**src/design/rvid_macros.svh**
```systemverilog
//////////////////////////////
// Width, field position and PC step
// constants of the decode stage
//////////////////////////////
`ifndef RVID_MACROS_SVH
`define RVID_MACROS_SVH

// Data and address width
`define RVID_XLEN     32
// Register file address width
`define RVID_REG_AW   5

// Source register 1 field
`define RVID_RS1_MSB  19
`define RVID_RS1_LSB  15
// Source register 2 field
`define RVID_RS2_MSB  24
`define RVID_RS2_LSB  20
// Destination register field
`define RVID_RD_MSB   11
`define RVID_RD_LSB   7

// Major opcode width
`define RVID_OPC_W    7
// Step to the next sequential instruction, no compressed support
`define RVID_PC_INCR  4

`endif
```
**src/design/rvid_pkg.sv**
```systemverilog
//////////////////////////////
// Opcode, ALU, mux select and control
// transfer enums, pipeline structs
//////////////////////////////
`include "rvid_macros.svh"

package rvid_pkg;

  //////////////////////////////
  // Encodings
  //////////////////////////////

  // RV32I major opcodes handled by the decoder
  typedef enum logic [`RVID_OPC_W-1:0] {
    OPC_LUI    = 7'h37,
    OPC_AUIPC  = 7'h17,
    OPC_JAL    = 7'h6f,
    OPC_JALR   = 7'h67,
    OPC_BRANCH = 7'h63,
    OPC_LOAD   = 7'h03,
    OPC_STORE  = 7'h23,
    OPC_OP_IMM = 7'h13,
    OPC_OP     = 7'h33
  } opcode_e;

  // Arithmetic ops first, branch compares after
  typedef enum logic [4:0] {
    ALU_ADD, ALU_SUB, ALU_SLL, ALU_SLT, ALU_SLTU,
    ALU_XOR, ALU_SRL, ALU_SRA, ALU_OR, ALU_AND,
    ALU_EQ, ALU_NE, ALU_LT, ALU_GE, ALU_LTU, ALU_GEU
  } alu_op_e;

  typedef enum logic [1:0] {OP_A_REG, OP_A_PC, OP_A_ZERO} op_a_sel_e;
  typedef enum logic [0:0] {OP_B_REG, OP_B_IMM} op_b_sel_e;
  // Store data or branch target
  typedef enum logic [0:0] {OP_C_REG_B, OP_C_BCH_TARGET} op_c_sel_e;
  typedef enum logic [1:0] {IMM_I, IMM_S, IMM_U, IMM_PCINCR} imm_sel_e;
  // Chosen by the hazard logic outside this stage
  typedef enum logic [1:0] {FW_REGFILE, FW_EX, FW_WB} fw_sel_e;
  typedef enum logic [1:0] {XFER_NONE, XFER_JAL, XFER_JALR, XFER_COND} ctrl_xfer_e;

  //////////////////////////////
  // Pipeline structs
  //////////////////////////////

  // Fetched instruction
  typedef struct packed {
    logic                  instr_valid;
    logic [`RVID_XLEN-1:0] instr;
    logic [`RVID_XLEN-1:0] pc;
  } if_id_t;

  // Register file and bypass values with their selects
  typedef struct packed {
    logic [`RVID_XLEN-1:0] rf_rdata_a;
    logic [`RVID_XLEN-1:0] rf_rdata_b;
    logic [`RVID_XLEN-1:0] wdata_ex;
    logic [`RVID_XLEN-1:0] wdata_wb;
    fw_sel_e               sel_a;
    fw_sel_e               sel_b;
  } fwd_data_t;

  // Decoder controls
  typedef struct packed {
    logic       alu_en;
    alu_op_e    alu_op;
    op_a_sel_e  op_a_sel;
    op_b_sel_e  op_b_sel;
    op_c_sel_e  op_c_sel;
    imm_sel_e   imm_sel;
    logic       rf_we;
    logic       data_req;
    logic       data_we;
    logic [1:0] data_type;
    logic       data_sign_ext;
    ctrl_xfer_e ctrl_xfer;
    logic       illegal;
  } decode_t;

  // ID/EX word handed to the execute stage
  typedef struct packed {
    logic                    instr_valid;
    logic                    alu_en;
    alu_op_e                 alu_op;
    logic [`RVID_XLEN-1:0]   operand_a;
    logic [`RVID_XLEN-1:0]   operand_b;
    logic [`RVID_XLEN-1:0]   operand_c;
    logic                    rf_we;
    logic [`RVID_REG_AW-1:0] rf_waddr;
    logic                    data_req;
    logic                    data_we;
    logic [1:0]              data_type;
    logic                    data_sign_ext;
    logic                    branch_in_ex;
    logic                    illegal;
    logic [`RVID_XLEN-1:0]   pc;
  } id_ex_t;

  // One-cycle counter event pulses
  typedef struct packed {
    logic minstret;
    logic load;
    logic store;
    logic jump;
    logic branch;
    logic branch_taken;
    logic ld_stall;
  } perf_evt_t;

endpackage

```
**src/design/rvid_id_stage.sv**
```systemverilog
//////////////////////////////
// Decode stage top, decoder, operand
// builder, ID/EX register, perf events
//////////////////////////////
`timescale 1ns/10ps
`include "rvid_macros.svh"

module rvid_id_stage (
  input  logic                    clk,
  input  logic                    rst_n,
  input  rvid_pkg::if_id_t        if_id_i,
  input  rvid_pkg::fwd_data_t     fwd_i,
  input  logic                    kill_id_i,
  input  logic                    halt_id_i,
  input  logic                    load_stall_i,
  input  logic                    jr_stall_i,
  input  logic                    ex_ready_i,
  input  logic                    branch_decision_i,
  output rvid_pkg::id_ex_t        id_ex_o,
  output logic                    id_ready_o,
  output logic                    id_valid_o,
  output logic                    clear_instr_valid_o,
  output logic                    branch_taken_ex_o,
  output logic [`RVID_XLEN-1:0]   jmp_target_o,
  output logic [`RVID_REG_AW-1:0] rf_raddr_a_o,
  output logic [`RVID_REG_AW-1:0] rf_raddr_b_o,
  output rvid_pkg::perf_evt_t     perf_o
);

  rvid_pkg::decode_t     dec;
  logic [`RVID_XLEN-1:0] operand_a;
  logic [`RVID_XLEN-1:0] operand_b;
  logic [`RVID_XLEN-1:0] operand_c;
  logic                  accept;

  // Register file read ports straight from the fields
  assign rf_raddr_a_o = if_id_i.instr[`RVID_RS1_MSB:`RVID_RS1_LSB];
  assign rf_raddr_b_o = if_id_i.instr[`RVID_RS2_MSB:`RVID_RS2_LSB];

  rvid_decoder decoder_i (
    .instr_i (if_id_i.instr),
    .dec_o   (dec)
  );

  rvid_operand_builder operand_builder_i (
    .instr_i      (if_id_i.instr),
    .pc_i         (if_id_i.pc),
    .fwd_i        (fwd_i),
    .dec_i        (dec),
    .operand_a_o  (operand_a),
    .operand_b_o  (operand_b),
    .operand_c_o  (operand_c),
    .jmp_target_o (jmp_target_o)
  );

  rvid_id_ex_pipe id_ex_pipe_i (
    .clk                 (clk),
    .rst_n               (rst_n),
    .if_id_i             (if_id_i),
    .dec_i               (dec),
    .operand_a_i         (operand_a),
    .operand_b_i         (operand_b),
    .operand_c_i         (operand_c),
    .kill_id_i           (kill_id_i),
    .halt_id_i           (halt_id_i),
    .load_stall_i        (load_stall_i),
    .jr_stall_i          (jr_stall_i),
    .ex_ready_i          (ex_ready_i),
    .branch_decision_i   (branch_decision_i),
    .id_ex_o             (id_ex_o),
    .id_ready_o          (id_ready_o),
    .id_valid_o          (id_valid_o),
    .clear_instr_valid_o (clear_instr_valid_o),
    .branch_taken_ex_o   (branch_taken_ex_o),
    .accept_o            (accept)
  );

  rvid_perf_events perf_events_i (
    .clk               (clk),
    .rst_n             (rst_n),
    .accept_i          (accept),
    .dec_i             (dec),
    .branch_decision_i (branch_decision_i),
    .load_stall_i      (load_stall_i),
    .halt_id_i         (halt_id_i),
    .perf_o            (perf_o)
  );

endmodule

```
**src/design/rvid_perf_events.sv**
```systemverilog
//////////////////////////////
// Registered performance event pulses
//////////////////////////////
`timescale 1ns/10ps

module rvid_perf_events (
  input  logic                clk,
  input  logic                rst_n,
  input  logic                accept_i,
  input  rvid_pkg::decode_t   dec_i,
  input  logic                branch_decision_i,
  input  logic                load_stall_i,
  input  logic                halt_id_i,
  output rvid_pkg::perf_evt_t perf_o
);

  logic minstret;
  logic accept_q;

  // Illegal instructions never count as retired
  assign minstret = accept_i && !dec_i.illegal;

  always_ff @(posedge clk or negedge rst_n) begin
    if (!rst_n) begin
      accept_q <= 1'b0;
      perf_o   <= '0;
    end else begin
      // Only the first stalled cycle after an issue counts
      accept_q            <= accept_i;
      perf_o.minstret     <= minstret;
      perf_o.load         <= minstret && dec_i.data_req && !dec_i.data_we;
      perf_o.store        <= minstret && dec_i.data_req && dec_i.data_we;
      perf_o.jump         <= minstret && ((dec_i.ctrl_xfer == rvid_pkg::XFER_JAL) ||
                                          (dec_i.ctrl_xfer == rvid_pkg::XFER_JALR));
      perf_o.branch       <= minstret && (dec_i.ctrl_xfer == rvid_pkg::XFER_COND);
      // Branch sits in EX while its pulse is up
      perf_o.branch_taken <= perf_o.branch && branch_decision_i;
      perf_o.ld_stall     <= load_stall_i && !halt_id_i && accept_q;
    end
  end

endmodule

```
**src/design/rvid_id_ex_pipe.sv**
```systemverilog
//////////////////////////////
// ID/EX pipeline register with
// stall and ready/valid control
//////////////////////////////
`timescale 1ns/10ps
`include "rvid_macros.svh"

module rvid_id_ex_pipe (
  input  logic                  clk,
  input  logic                  rst_n,
  input  rvid_pkg::if_id_t      if_id_i,
  input  rvid_pkg::decode_t     dec_i,
  input  logic [`RVID_XLEN-1:0] operand_a_i,
  input  logic [`RVID_XLEN-1:0] operand_b_i,
  input  logic [`RVID_XLEN-1:0] operand_c_i,
  input  logic                  kill_id_i,
  input  logic                  halt_id_i,
  input  logic                  load_stall_i,
  input  logic                  jr_stall_i,
  input  logic                  ex_ready_i,
  input  logic                  branch_decision_i,
  output rvid_pkg::id_ex_t      id_ex_o,
  output logic                  id_ready_o,
  output logic                  id_valid_o,
  output logic                  clear_instr_valid_o,
  output logic                  branch_taken_ex_o,
  output logic                  accept_o
);

  // Stage can move on only when EX takes data and nothing holds ID
  assign id_ready_o = ex_ready_i && !halt_id_i && !load_stall_i && !jr_stall_i;
  assign id_valid_o = if_id_i.instr_valid && !kill_id_i && id_ready_o;
  assign accept_o   = id_valid_o;

  // Branch resolved taken in EX this cycle
  assign branch_taken_ex_o   = id_ex_o.branch_in_ex && id_ex_o.instr_valid && branch_decision_i;
  // IF drops its instruction once consumed or flushed
  assign clear_instr_valid_o = id_ready_o || branch_taken_ex_o;

  always_ff @(posedge clk or negedge rst_n) begin
    if (!rst_n) begin
      id_ex_o        <= '0;
      id_ex_o.alu_op <= rvid_pkg::ALU_ADD;
    end else if (id_valid_o) begin
      id_ex_o.instr_valid <= 1'b1;
      // Operands only move when the ALU uses them
      id_ex_o.alu_en      <= dec_i.alu_en;
      if (dec_i.alu_en) begin
        id_ex_o.alu_op    <= dec_i.alu_op;
        id_ex_o.operand_a <= operand_a_i;
        id_ex_o.operand_b <= operand_b_i;
        id_ex_o.operand_c <= operand_c_i;
      end
      id_ex_o.rf_we <= dec_i.rf_we;
      if (dec_i.rf_we) begin
        id_ex_o.rf_waddr <= if_id_i.instr[`RVID_RD_MSB:`RVID_RD_LSB];
      end
      // LSU fields only for an active request
      id_ex_o.data_req <= dec_i.data_req;
      if (dec_i.data_req) begin
        id_ex_o.data_we       <= dec_i.data_we;
        id_ex_o.data_type     <= dec_i.data_type;
        id_ex_o.data_sign_ext <= dec_i.data_sign_ext;
      end
      id_ex_o.branch_in_ex <= (dec_i.ctrl_xfer == rvid_pkg::XFER_COND);
      id_ex_o.illegal      <= dec_i.illegal;
      id_ex_o.pc           <= if_id_i.pc;
    end else if (ex_ready_i) begin
      // EX drained and nothing new, bubble
      id_ex_o.instr_valid <= 1'b0;
    end
  end

endmodule

```
**src/design/rvid_operand_builder.sv**
```systemverilog
//////////////////////////////
// Immediates, forwarding muxes, operand
// A/B/C muxes and jump/branch targets
//////////////////////////////
`timescale 1ns/10ps
`include "rvid_macros.svh"

module rvid_operand_builder (
  input  logic [`RVID_XLEN-1:0] instr_i,
  input  logic [`RVID_XLEN-1:0] pc_i,
  input  rvid_pkg::fwd_data_t   fwd_i,
  input  rvid_pkg::decode_t     dec_i,
  output logic [`RVID_XLEN-1:0] operand_a_o,
  output logic [`RVID_XLEN-1:0] operand_b_o,
  output logic [`RVID_XLEN-1:0] operand_c_o,
  output logic [`RVID_XLEN-1:0] jmp_target_o
);

  logic [`RVID_XLEN-1:0] imm_i_type;
  logic [`RVID_XLEN-1:0] imm_s_type;
  logic [`RVID_XLEN-1:0] imm_b_type;
  logic [`RVID_XLEN-1:0] imm_u_type;
  logic [`RVID_XLEN-1:0] imm_j_type;
  logic [`RVID_XLEN-1:0] imm;
  logic [`RVID_XLEN-1:0] rs1_fw;
  logic [`RVID_XLEN-1:0] rs2_fw;
  logic [`RVID_XLEN-1:0] bch_target;
  logic [`RVID_XLEN-1:0] jalr_target;

  // Pick the freshest copy of a source register
  function automatic logic [`RVID_XLEN-1:0] fw_mux(
    input rvid_pkg::fw_sel_e     sel,
    input logic [`RVID_XLEN-1:0] rf_rdata,
    input logic [`RVID_XLEN-1:0] wdata_ex,
    input logic [`RVID_XLEN-1:0] wdata_wb
  );
    case (sel)
      rvid_pkg::FW_EX: return wdata_ex;
      rvid_pkg::FW_WB: return wdata_wb;
      default:         return rf_rdata;
    endcase
  endfunction

  //////////////////////////////
  // Immediates
  //////////////////////////////

  // All immediates sign extend from bit 31
  assign imm_i_type = {{20{instr_i[31]}}, instr_i[31:`RVID_RS2_LSB]};
  assign imm_s_type = {{20{instr_i[31]}}, instr_i[31:25], instr_i[`RVID_RD_MSB:`RVID_RD_LSB]};
  assign imm_b_type = {{19{instr_i[31]}}, instr_i[31], instr_i[7], instr_i[30:25],
                       instr_i[11:8], 1'b0};
  assign imm_u_type = {instr_i[31:12], 12'b0};
  assign imm_j_type = {{12{instr_i[31]}}, instr_i[19:12], instr_i[20], instr_i[30:21], 1'b0};

  always_comb begin
    case (dec_i.imm_sel)
      rvid_pkg::IMM_S:      imm = imm_s_type;
      rvid_pkg::IMM_U:      imm = imm_u_type;
      rvid_pkg::IMM_PCINCR: imm = `RVID_XLEN'(`RVID_PC_INCR);
      default:              imm = imm_i_type;
    endcase
  end

  //////////////////////////////
  // Operands
  //////////////////////////////

  assign rs1_fw = fw_mux(fwd_i.sel_a, fwd_i.rf_rdata_a, fwd_i.wdata_ex, fwd_i.wdata_wb);
  assign rs2_fw = fw_mux(fwd_i.sel_b, fwd_i.rf_rdata_b, fwd_i.wdata_ex, fwd_i.wdata_wb);

  always_comb begin
    case (dec_i.op_a_sel)
      rvid_pkg::OP_A_PC:   operand_a_o = pc_i;
      rvid_pkg::OP_A_ZERO: operand_a_o = '0;
      default:             operand_a_o = rs1_fw;
    endcase
  end

  assign operand_b_o = (dec_i.op_b_sel == rvid_pkg::OP_B_IMM) ? imm : rs2_fw;
  // Store data or branch target for EX
  assign operand_c_o = (dec_i.op_c_sel == rvid_pkg::OP_C_BCH_TARGET) ? bch_target : rs2_fw;

  // Targets, JALR base only via the operand A bypass
  assign bch_target  = pc_i + imm_b_type;
  assign jalr_target = (rs1_fw + imm_i_type) & ~`RVID_XLEN'(1);

  always_comb begin
    case (dec_i.ctrl_xfer)
      rvid_pkg::XFER_JAL:  jmp_target_o = pc_i + imm_j_type;
      rvid_pkg::XFER_JALR: jmp_target_o = jalr_target;
      default:             jmp_target_o = bch_target;
    endcase
  end

endmodule

```
**src/design/rvid_decoder.sv**
```systemverilog
//////////////////////////////
// RV32I decoder, instruction word to
// decode control struct
//////////////////////////////
`timescale 1ns/10ps
`include "rvid_macros.svh"

module rvid_decoder (
  input  logic [`RVID_XLEN-1:0] instr_i,
  output rvid_pkg::decode_t     dec_o
);

  logic [2:0] funct3;
  logic [6:0] funct7;

  assign funct3 = instr_i[14:12];
  assign funct7 = instr_i[31:25];

  always_comb begin
    // Start from a side-effect free default
    dec_o               = '0;
    dec_o.alu_op        = rvid_pkg::ALU_ADD;
    dec_o.op_a_sel      = rvid_pkg::OP_A_REG;
    dec_o.op_b_sel      = rvid_pkg::OP_B_REG;
    dec_o.op_c_sel      = rvid_pkg::OP_C_REG_B;
    dec_o.imm_sel       = rvid_pkg::IMM_I;
    dec_o.ctrl_xfer     = rvid_pkg::XFER_NONE;

    case (rvid_pkg::opcode_e'(instr_i[`RVID_OPC_W-1:0]))
      rvid_pkg::OPC_LUI: begin
        // rd = 0 + imm
        dec_o.alu_en    = 1'b1;
        dec_o.op_a_sel  = rvid_pkg::OP_A_ZERO;
        dec_o.op_b_sel  = rvid_pkg::OP_B_IMM;
        dec_o.imm_sel   = rvid_pkg::IMM_U;
        dec_o.rf_we     = 1'b1;
      end
      rvid_pkg::OPC_AUIPC: begin
        // rd = pc + imm
        dec_o.alu_en    = 1'b1;
        dec_o.op_a_sel  = rvid_pkg::OP_A_PC;
        dec_o.op_b_sel  = rvid_pkg::OP_B_IMM;
        dec_o.imm_sel   = rvid_pkg::IMM_U;
        dec_o.rf_we     = 1'b1;
      end
      rvid_pkg::OPC_JAL, rvid_pkg::OPC_JALR: begin
        // Link address pc + 4 goes through the ALU, target is computed aside
        dec_o.alu_en    = 1'b1;
        dec_o.op_a_sel  = rvid_pkg::OP_A_PC;
        dec_o.op_b_sel  = rvid_pkg::OP_B_IMM;
        dec_o.imm_sel   = rvid_pkg::IMM_PCINCR;
        dec_o.rf_we     = 1'b1;
        if (instr_i[3]) begin
          dec_o.ctrl_xfer = rvid_pkg::XFER_JAL;
        end else begin
          dec_o.ctrl_xfer = rvid_pkg::XFER_JALR;
          dec_o.illegal   = (funct3 != 3'b000);
        end
      end
      rvid_pkg::OPC_BRANCH: begin
        // Compare rs1 with rs2, target travels in operand C
        dec_o.alu_en    = 1'b1;
        dec_o.op_c_sel  = rvid_pkg::OP_C_BCH_TARGET;
        dec_o.ctrl_xfer = rvid_pkg::XFER_COND;
        case (funct3)
          3'b000:  dec_o.alu_op = rvid_pkg::ALU_EQ;
          3'b001:  dec_o.alu_op = rvid_pkg::ALU_NE;
          3'b100:  dec_o.alu_op = rvid_pkg::ALU_LT;
          3'b101:  dec_o.alu_op = rvid_pkg::ALU_GE;
          3'b110:  dec_o.alu_op = rvid_pkg::ALU_LTU;
          3'b111:  dec_o.alu_op = rvid_pkg::ALU_GEU;
          default: dec_o.illegal = 1'b1;
        endcase
      end
      rvid_pkg::OPC_LOAD: begin
        // Address = rs1 + I, funct3[2] means zero extension
        dec_o.alu_en        = 1'b1;
        dec_o.op_b_sel      = rvid_pkg::OP_B_IMM;
        dec_o.rf_we         = 1'b1;
        dec_o.data_req      = 1'b1;
        dec_o.data_type     = funct3[1:0];
        dec_o.data_sign_ext = ~funct3[2];
        // LD and the unsigned word form do not exist in RV32I
        dec_o.illegal       = (funct3[1:0] == 2'b11) || (funct3[2] && funct3[1]);
      end
      rvid_pkg::OPC_STORE: begin
        // Address = rs1 + S, data is rs2 in operand C
        dec_o.alu_en    = 1'b1;
        dec_o.op_b_sel  = rvid_pkg::OP_B_IMM;
        dec_o.imm_sel   = rvid_pkg::IMM_S;
        dec_o.data_req  = 1'b1;
        dec_o.data_we   = 1'b1;
        dec_o.data_type = funct3[1:0];
        dec_o.illegal   = funct3[2] || (funct3[1:0] == 2'b11);
      end
      rvid_pkg::OPC_OP_IMM: begin
        dec_o.alu_en    = 1'b1;
        dec_o.op_b_sel  = rvid_pkg::OP_B_IMM;
        dec_o.rf_we     = 1'b1;
        case (funct3)
          3'b000: dec_o.alu_op = rvid_pkg::ALU_ADD;
          3'b010: dec_o.alu_op = rvid_pkg::ALU_SLT;
          3'b011: dec_o.alu_op = rvid_pkg::ALU_SLTU;
          3'b100: dec_o.alu_op = rvid_pkg::ALU_XOR;
          3'b110: dec_o.alu_op = rvid_pkg::ALU_OR;
          3'b111: dec_o.alu_op = rvid_pkg::ALU_AND;
          3'b001: begin
            // Shift amount sits in imm[4:0], upper bits must be zero
            dec_o.alu_op  = rvid_pkg::ALU_SLL;
            dec_o.illegal = (funct7 != 7'h00);
          end
          default: begin
            // funct7 picks logical or arithmetic right shift
            if (funct7 == 7'h00) begin
              dec_o.alu_op = rvid_pkg::ALU_SRL;
            end else if (funct7 == 7'h20) begin
              dec_o.alu_op = rvid_pkg::ALU_SRA;
            end else begin
              dec_o.illegal = 1'b1;
            end
          end
        endcase
      end
      rvid_pkg::OPC_OP: begin
        dec_o.alu_en = 1'b1;
        dec_o.rf_we  = 1'b1;
        case ({funct7, funct3})
          10'b0000000_000: dec_o.alu_op = rvid_pkg::ALU_ADD;
          10'b0100000_000: dec_o.alu_op = rvid_pkg::ALU_SUB;
          10'b0000000_001: dec_o.alu_op = rvid_pkg::ALU_SLL;
          10'b0000000_010: dec_o.alu_op = rvid_pkg::ALU_SLT;
          10'b0000000_011: dec_o.alu_op = rvid_pkg::ALU_SLTU;
          10'b0000000_100: dec_o.alu_op = rvid_pkg::ALU_XOR;
          10'b0000000_101: dec_o.alu_op = rvid_pkg::ALU_SRL;
          10'b0100000_101: dec_o.alu_op = rvid_pkg::ALU_SRA;
          10'b0000000_110: dec_o.alu_op = rvid_pkg::ALU_OR;
          10'b0000000_111: dec_o.alu_op = rvid_pkg::ALU_AND;
          default:         dec_o.illegal = 1'b1;
        endcase
      end
      default: dec_o.illegal = 1'b1;
    endcase

    // An illegal instruction must leave no architectural trace
    if (dec_o.illegal) begin
      dec_o.alu_en   = 1'b0;
      dec_o.rf_we    = 1'b0;
      dec_o.data_req = 1'b0;
    end
  end

endmodule

```
**config.mk**
```make
export PLATFORM = sky130hd
export DESIGN_NAME = rvid_id_stage
export DESIGN_NICKNAME = d
export VERILOG_FILES = /design/src/design/rvid_pkg.sv /design/src/design/rvid_id_stage.sv /design/src/design/rvid_perf_events.sv /design/src/design/rvid_id_ex_pipe.sv /design/src/design/rvid_operand_builder.sv /design/src/design/rvid_decoder.sv
export VERILOG_INCLUDE_DIRS = /design/src /design/src/design
export SDC_FILE = /design/constraint.sdc
export NUM_CORES = 1
export LEC_CHECK = 0
export BUFFER_PORTS_ARGS = -buffer_cell sky130_fd_sc_hd__buf_2
export CAP_MARGIN = 20
export CORE_ASPECT_RATIO = 1.2
export CORE_MARGIN = 1
export CORE_UTILIZATION = 40
export DETAILED_ROUTE_END_ITERATION = 12
export PLACE_DENSITY = 0.66
export SYNTH_ARGS = -nofsm -noshare
export SYNTH_HDL_FRONTEND = slang
export SYNTH_SLANG_ARGS = --single-unit
```
**constraint.sdc**
```tcl
create_clock -name clk -period 8 [get_ports clk]
set_input_delay 1.6 -clock clk [delete_from_list [all_inputs] [get_ports clk]]
set_output_delay 1.6 -clock clk [all_outputs]
set_load 0.02 [all_outputs]
```
==> qor.yml <==
status: "finished clean"
worst_setup_path_start_kind: "primary input"
postSynthAreaPerCell_um2: 7.75
setup_violations: 0
fill_cells: 3323
dpl_cell_area_um2: 15600
cts_setup_buffers: 0
nNetsFinal: 2332
design.die.area_um2: 34000
firstDrtPassIters: 6
layout_common_cells: "buf_2, nand2_1, o21ai_0, dfrtp_1, a21oi_1"
critical_path_arrival_ns: 5.86
grt_use_total: 0.344
power_switching_mw: 1.14
pwr-share-comb: 0.388
synth_warnings: 0
antenna_found_initial: 2
clk_path_buf_depth: 2
drt-total-wl_um: 58900
cap_violations: 0
num_vias: 15000
die_h_um: 202
drt-initial-drc-count: 1465
multiInputGateArea_um2: 8780
crit_type: "primary input to output port"
synth_ff_type: "dfrtp_1"
synth_xor_area_frac: 0.0507
cts_resized: 0
p_seq_frac: 0.305
min_period_ns: 7.46
cp.required_ns: 6.40
muxShareOfSynthArea: 0.0178
vdd_drop_max_v: 0.000121
maxSlewHeadroom: 0.337
slew_violations: 0
postLayoutCoreUtil: 0.498
p_leak_nw: 8.20
ctsHoldBuffers: 0
grt-ovfl-total: 0
wl_per_cell_um: 23.6
viasPerCell: 6.01
hold_path_class: "register to register"
layout_commonest_cell: "buf_2"
holdWs_ns: 0.473
syn_area_um2: 13300
clockPowerShare: 0.307
ys_seq_area_frac: 0.292
syn_inst: 1716
synth_top_family_by_area: "compound AO/OA/AOI/OAI gates"
drcViolationCount: 0
synth_fa_ha_area_frac: 0.0835
rows: 72
synth_compound_area_frac: 0.322
synth-simple-area-share: 0.184
synth_cell_types: 81
setup_tns_ns: 0
grt_max_degree: 103
async_reset_ff_frac: 1.00
syn_to_final_growth_pct: 21.7
cts_max_level: 4
crit_path_max_fanout: 32
core-area_um2: 32500
fin_ws_ns: 0.543
ios: 406
internal_power_mw: 1.65
pwr_density_cell_nw_per_um2: 173
clk_pin_slew_ns: 0.08
root_buffer: "clkbuf_16"
synth-edff-count: 0
finalCritPeriodShare: 0.932
rsz0062_at_grt: "no"
start_util: 0.409
grt_pass1_wl_um: 87500
fin_area_um2: 16200
dpl.hpwl_um: 46700
die_width_um: 168
synth_fp_nets: 2008
clk_latency_ns: 0.45
dp_cells: 2463
hold_viol_final: 0
power_mw: 2.80
pre_cts_slack_ns: 0.613
worst_clock_skew_ns: 0.000429
cts.sinks: 155
worst_pin_slew_ns: 0.994
gp_congestion: 0.968
cp-end-kind: "output port"
ys_ff_latch: 155
switching_share: 0.409
seq_area_um2: 3880
grt_pass1_vias: 14500
cts_buffers: 17
drive_gt1_frac: 0.248
fmax_mhz: 134
ant_nets: 0
cts_tree: "yes"
stdcell_count: 2498
numPortBuffers: 404
==> layer usage <==
metal  up-vias  track usage  part of all wire
met5         -            0           0.00022
met4         2        0.208             0.064
met3       179       0.0566             0.062
met2       779        0.599              0.49
met1      7159        0.394              0.38
li1       6893            -                 -
==> registers in the layout (all words and copies together), names as in the netlist <==
signal,flops
perf_events_i.accept_q,1
perf_events_i.perf_o,7
id_ex_pipe_i.id_ex_o,147
==> final cells by class <==
class,instances,area share
multi-input cells,1401,0.543
flip-flops and latches,155,0.240
repair buffers,430,0.138
well taps,444,0.0343
clock buffers,17,0.0263
clock inverters,15,0.0111
inverters,35,0.00812
diodes,1,0.000155
==> path summary, 6_finish.rpt <==
kind / from / end / slack, ns / depth (start not counted)
worst max-delay path: fwd_i[2] / jmp_target_o[30] / 0.54 / 16
worst min-delay path: id_ex_pipe_i.id_ex_o[1] / id_ex_pipe_i.id_ex_o[1] / 0.47 / 2
worst max register to register: id_ex_pipe_i.id_ex_o[49] / id_ex_pipe_i.id_ex_o[49] / 7.17 / 1
max in group asynchronous: rst_n / id_ex_pipe_i.id_ex_o[130] / 5.45 / 2
worst min register to register: id_ex_pipe_i.id_ex_o[1] / id_ex_pipe_i.id_ex_o[1] / 0.47 / 2
min in group asynchronous: rst_n / perf_events_i.perf_o[1] / 1.27 / 1
==> logic make-up after synthesis <==
kind of cell / count (synthesis)
multiplexers: 22
AND/OR/NAND/NOR: 564
XOR/XNOR: 77
flip-flops: 155
AO/OA/AOI/OAI: 650
adder cells (fa/ha/maj): 87
buffers and inverters: 160
other: 1
==> power by group through the flow <==
stage | Combinational [mW] | Clock [mW] | Sequential (mW)
final | 1.09 | 0.857 | 0.853
after global placement | 1.06 | 0 | 0.866
after CTS | 1.07 | 0.871 | 0.852
after detailed placement | 1.07 | 0 | 0.867
after global routing | 1.17 | 0.900 | 0.857
after floorplan | 0.612 | 0 | 0.924
==> cell usage after synthesis, types with 13 or more instances <==
library cell | instances | area, um^2
a211oi_1 | 24 | 180
a21o_1 | 50 | 375
a21oi_1 | 144 | 721
a221oi_1 | 34 | 298
a22oi_1 | 106 | 796
and3_1 | 13 | 81.3
buf_2 | 19 | 95.1
clkbuf_1 | 87 | 327
dfrtp_1 | 155 | 3880
ha_1 | 84 | 1050
inv_1 | 33 | 124
mux2_2 | 13 | 146
nand2_1 | 305 | 1140
nand2b_1 | 16 | 100
nand3_1 | 20 | 100
nor2_1 | 126 | 473
nor3_1 | 24 | 120
o21a_1 | 15 | 113
o21ai_0 | 176 | 881
o21bai_1 | 14 | 105
xnor2_1 | 43 | 377
xor2_1 | 34 | 298
==> critical path, cell delays in order <==
cell,delay [ns]
buf_2,0.11
inv_1,0.05
ha_2,0.64
a22oi_1,0.18
o21ai_0,0.44
fa_1,0.31
nand3_1,0.15
a211oi_2,0.28
nor4b_1,0.14
o41ai_2,0.37
and2_2,0.26
a211oi_1,0.12
or3b_1,0.42
or4b_1,0.47
nand4_1,0.13
buf_2,0.18
Note: power is estimated with default switching activity, not from simulation.
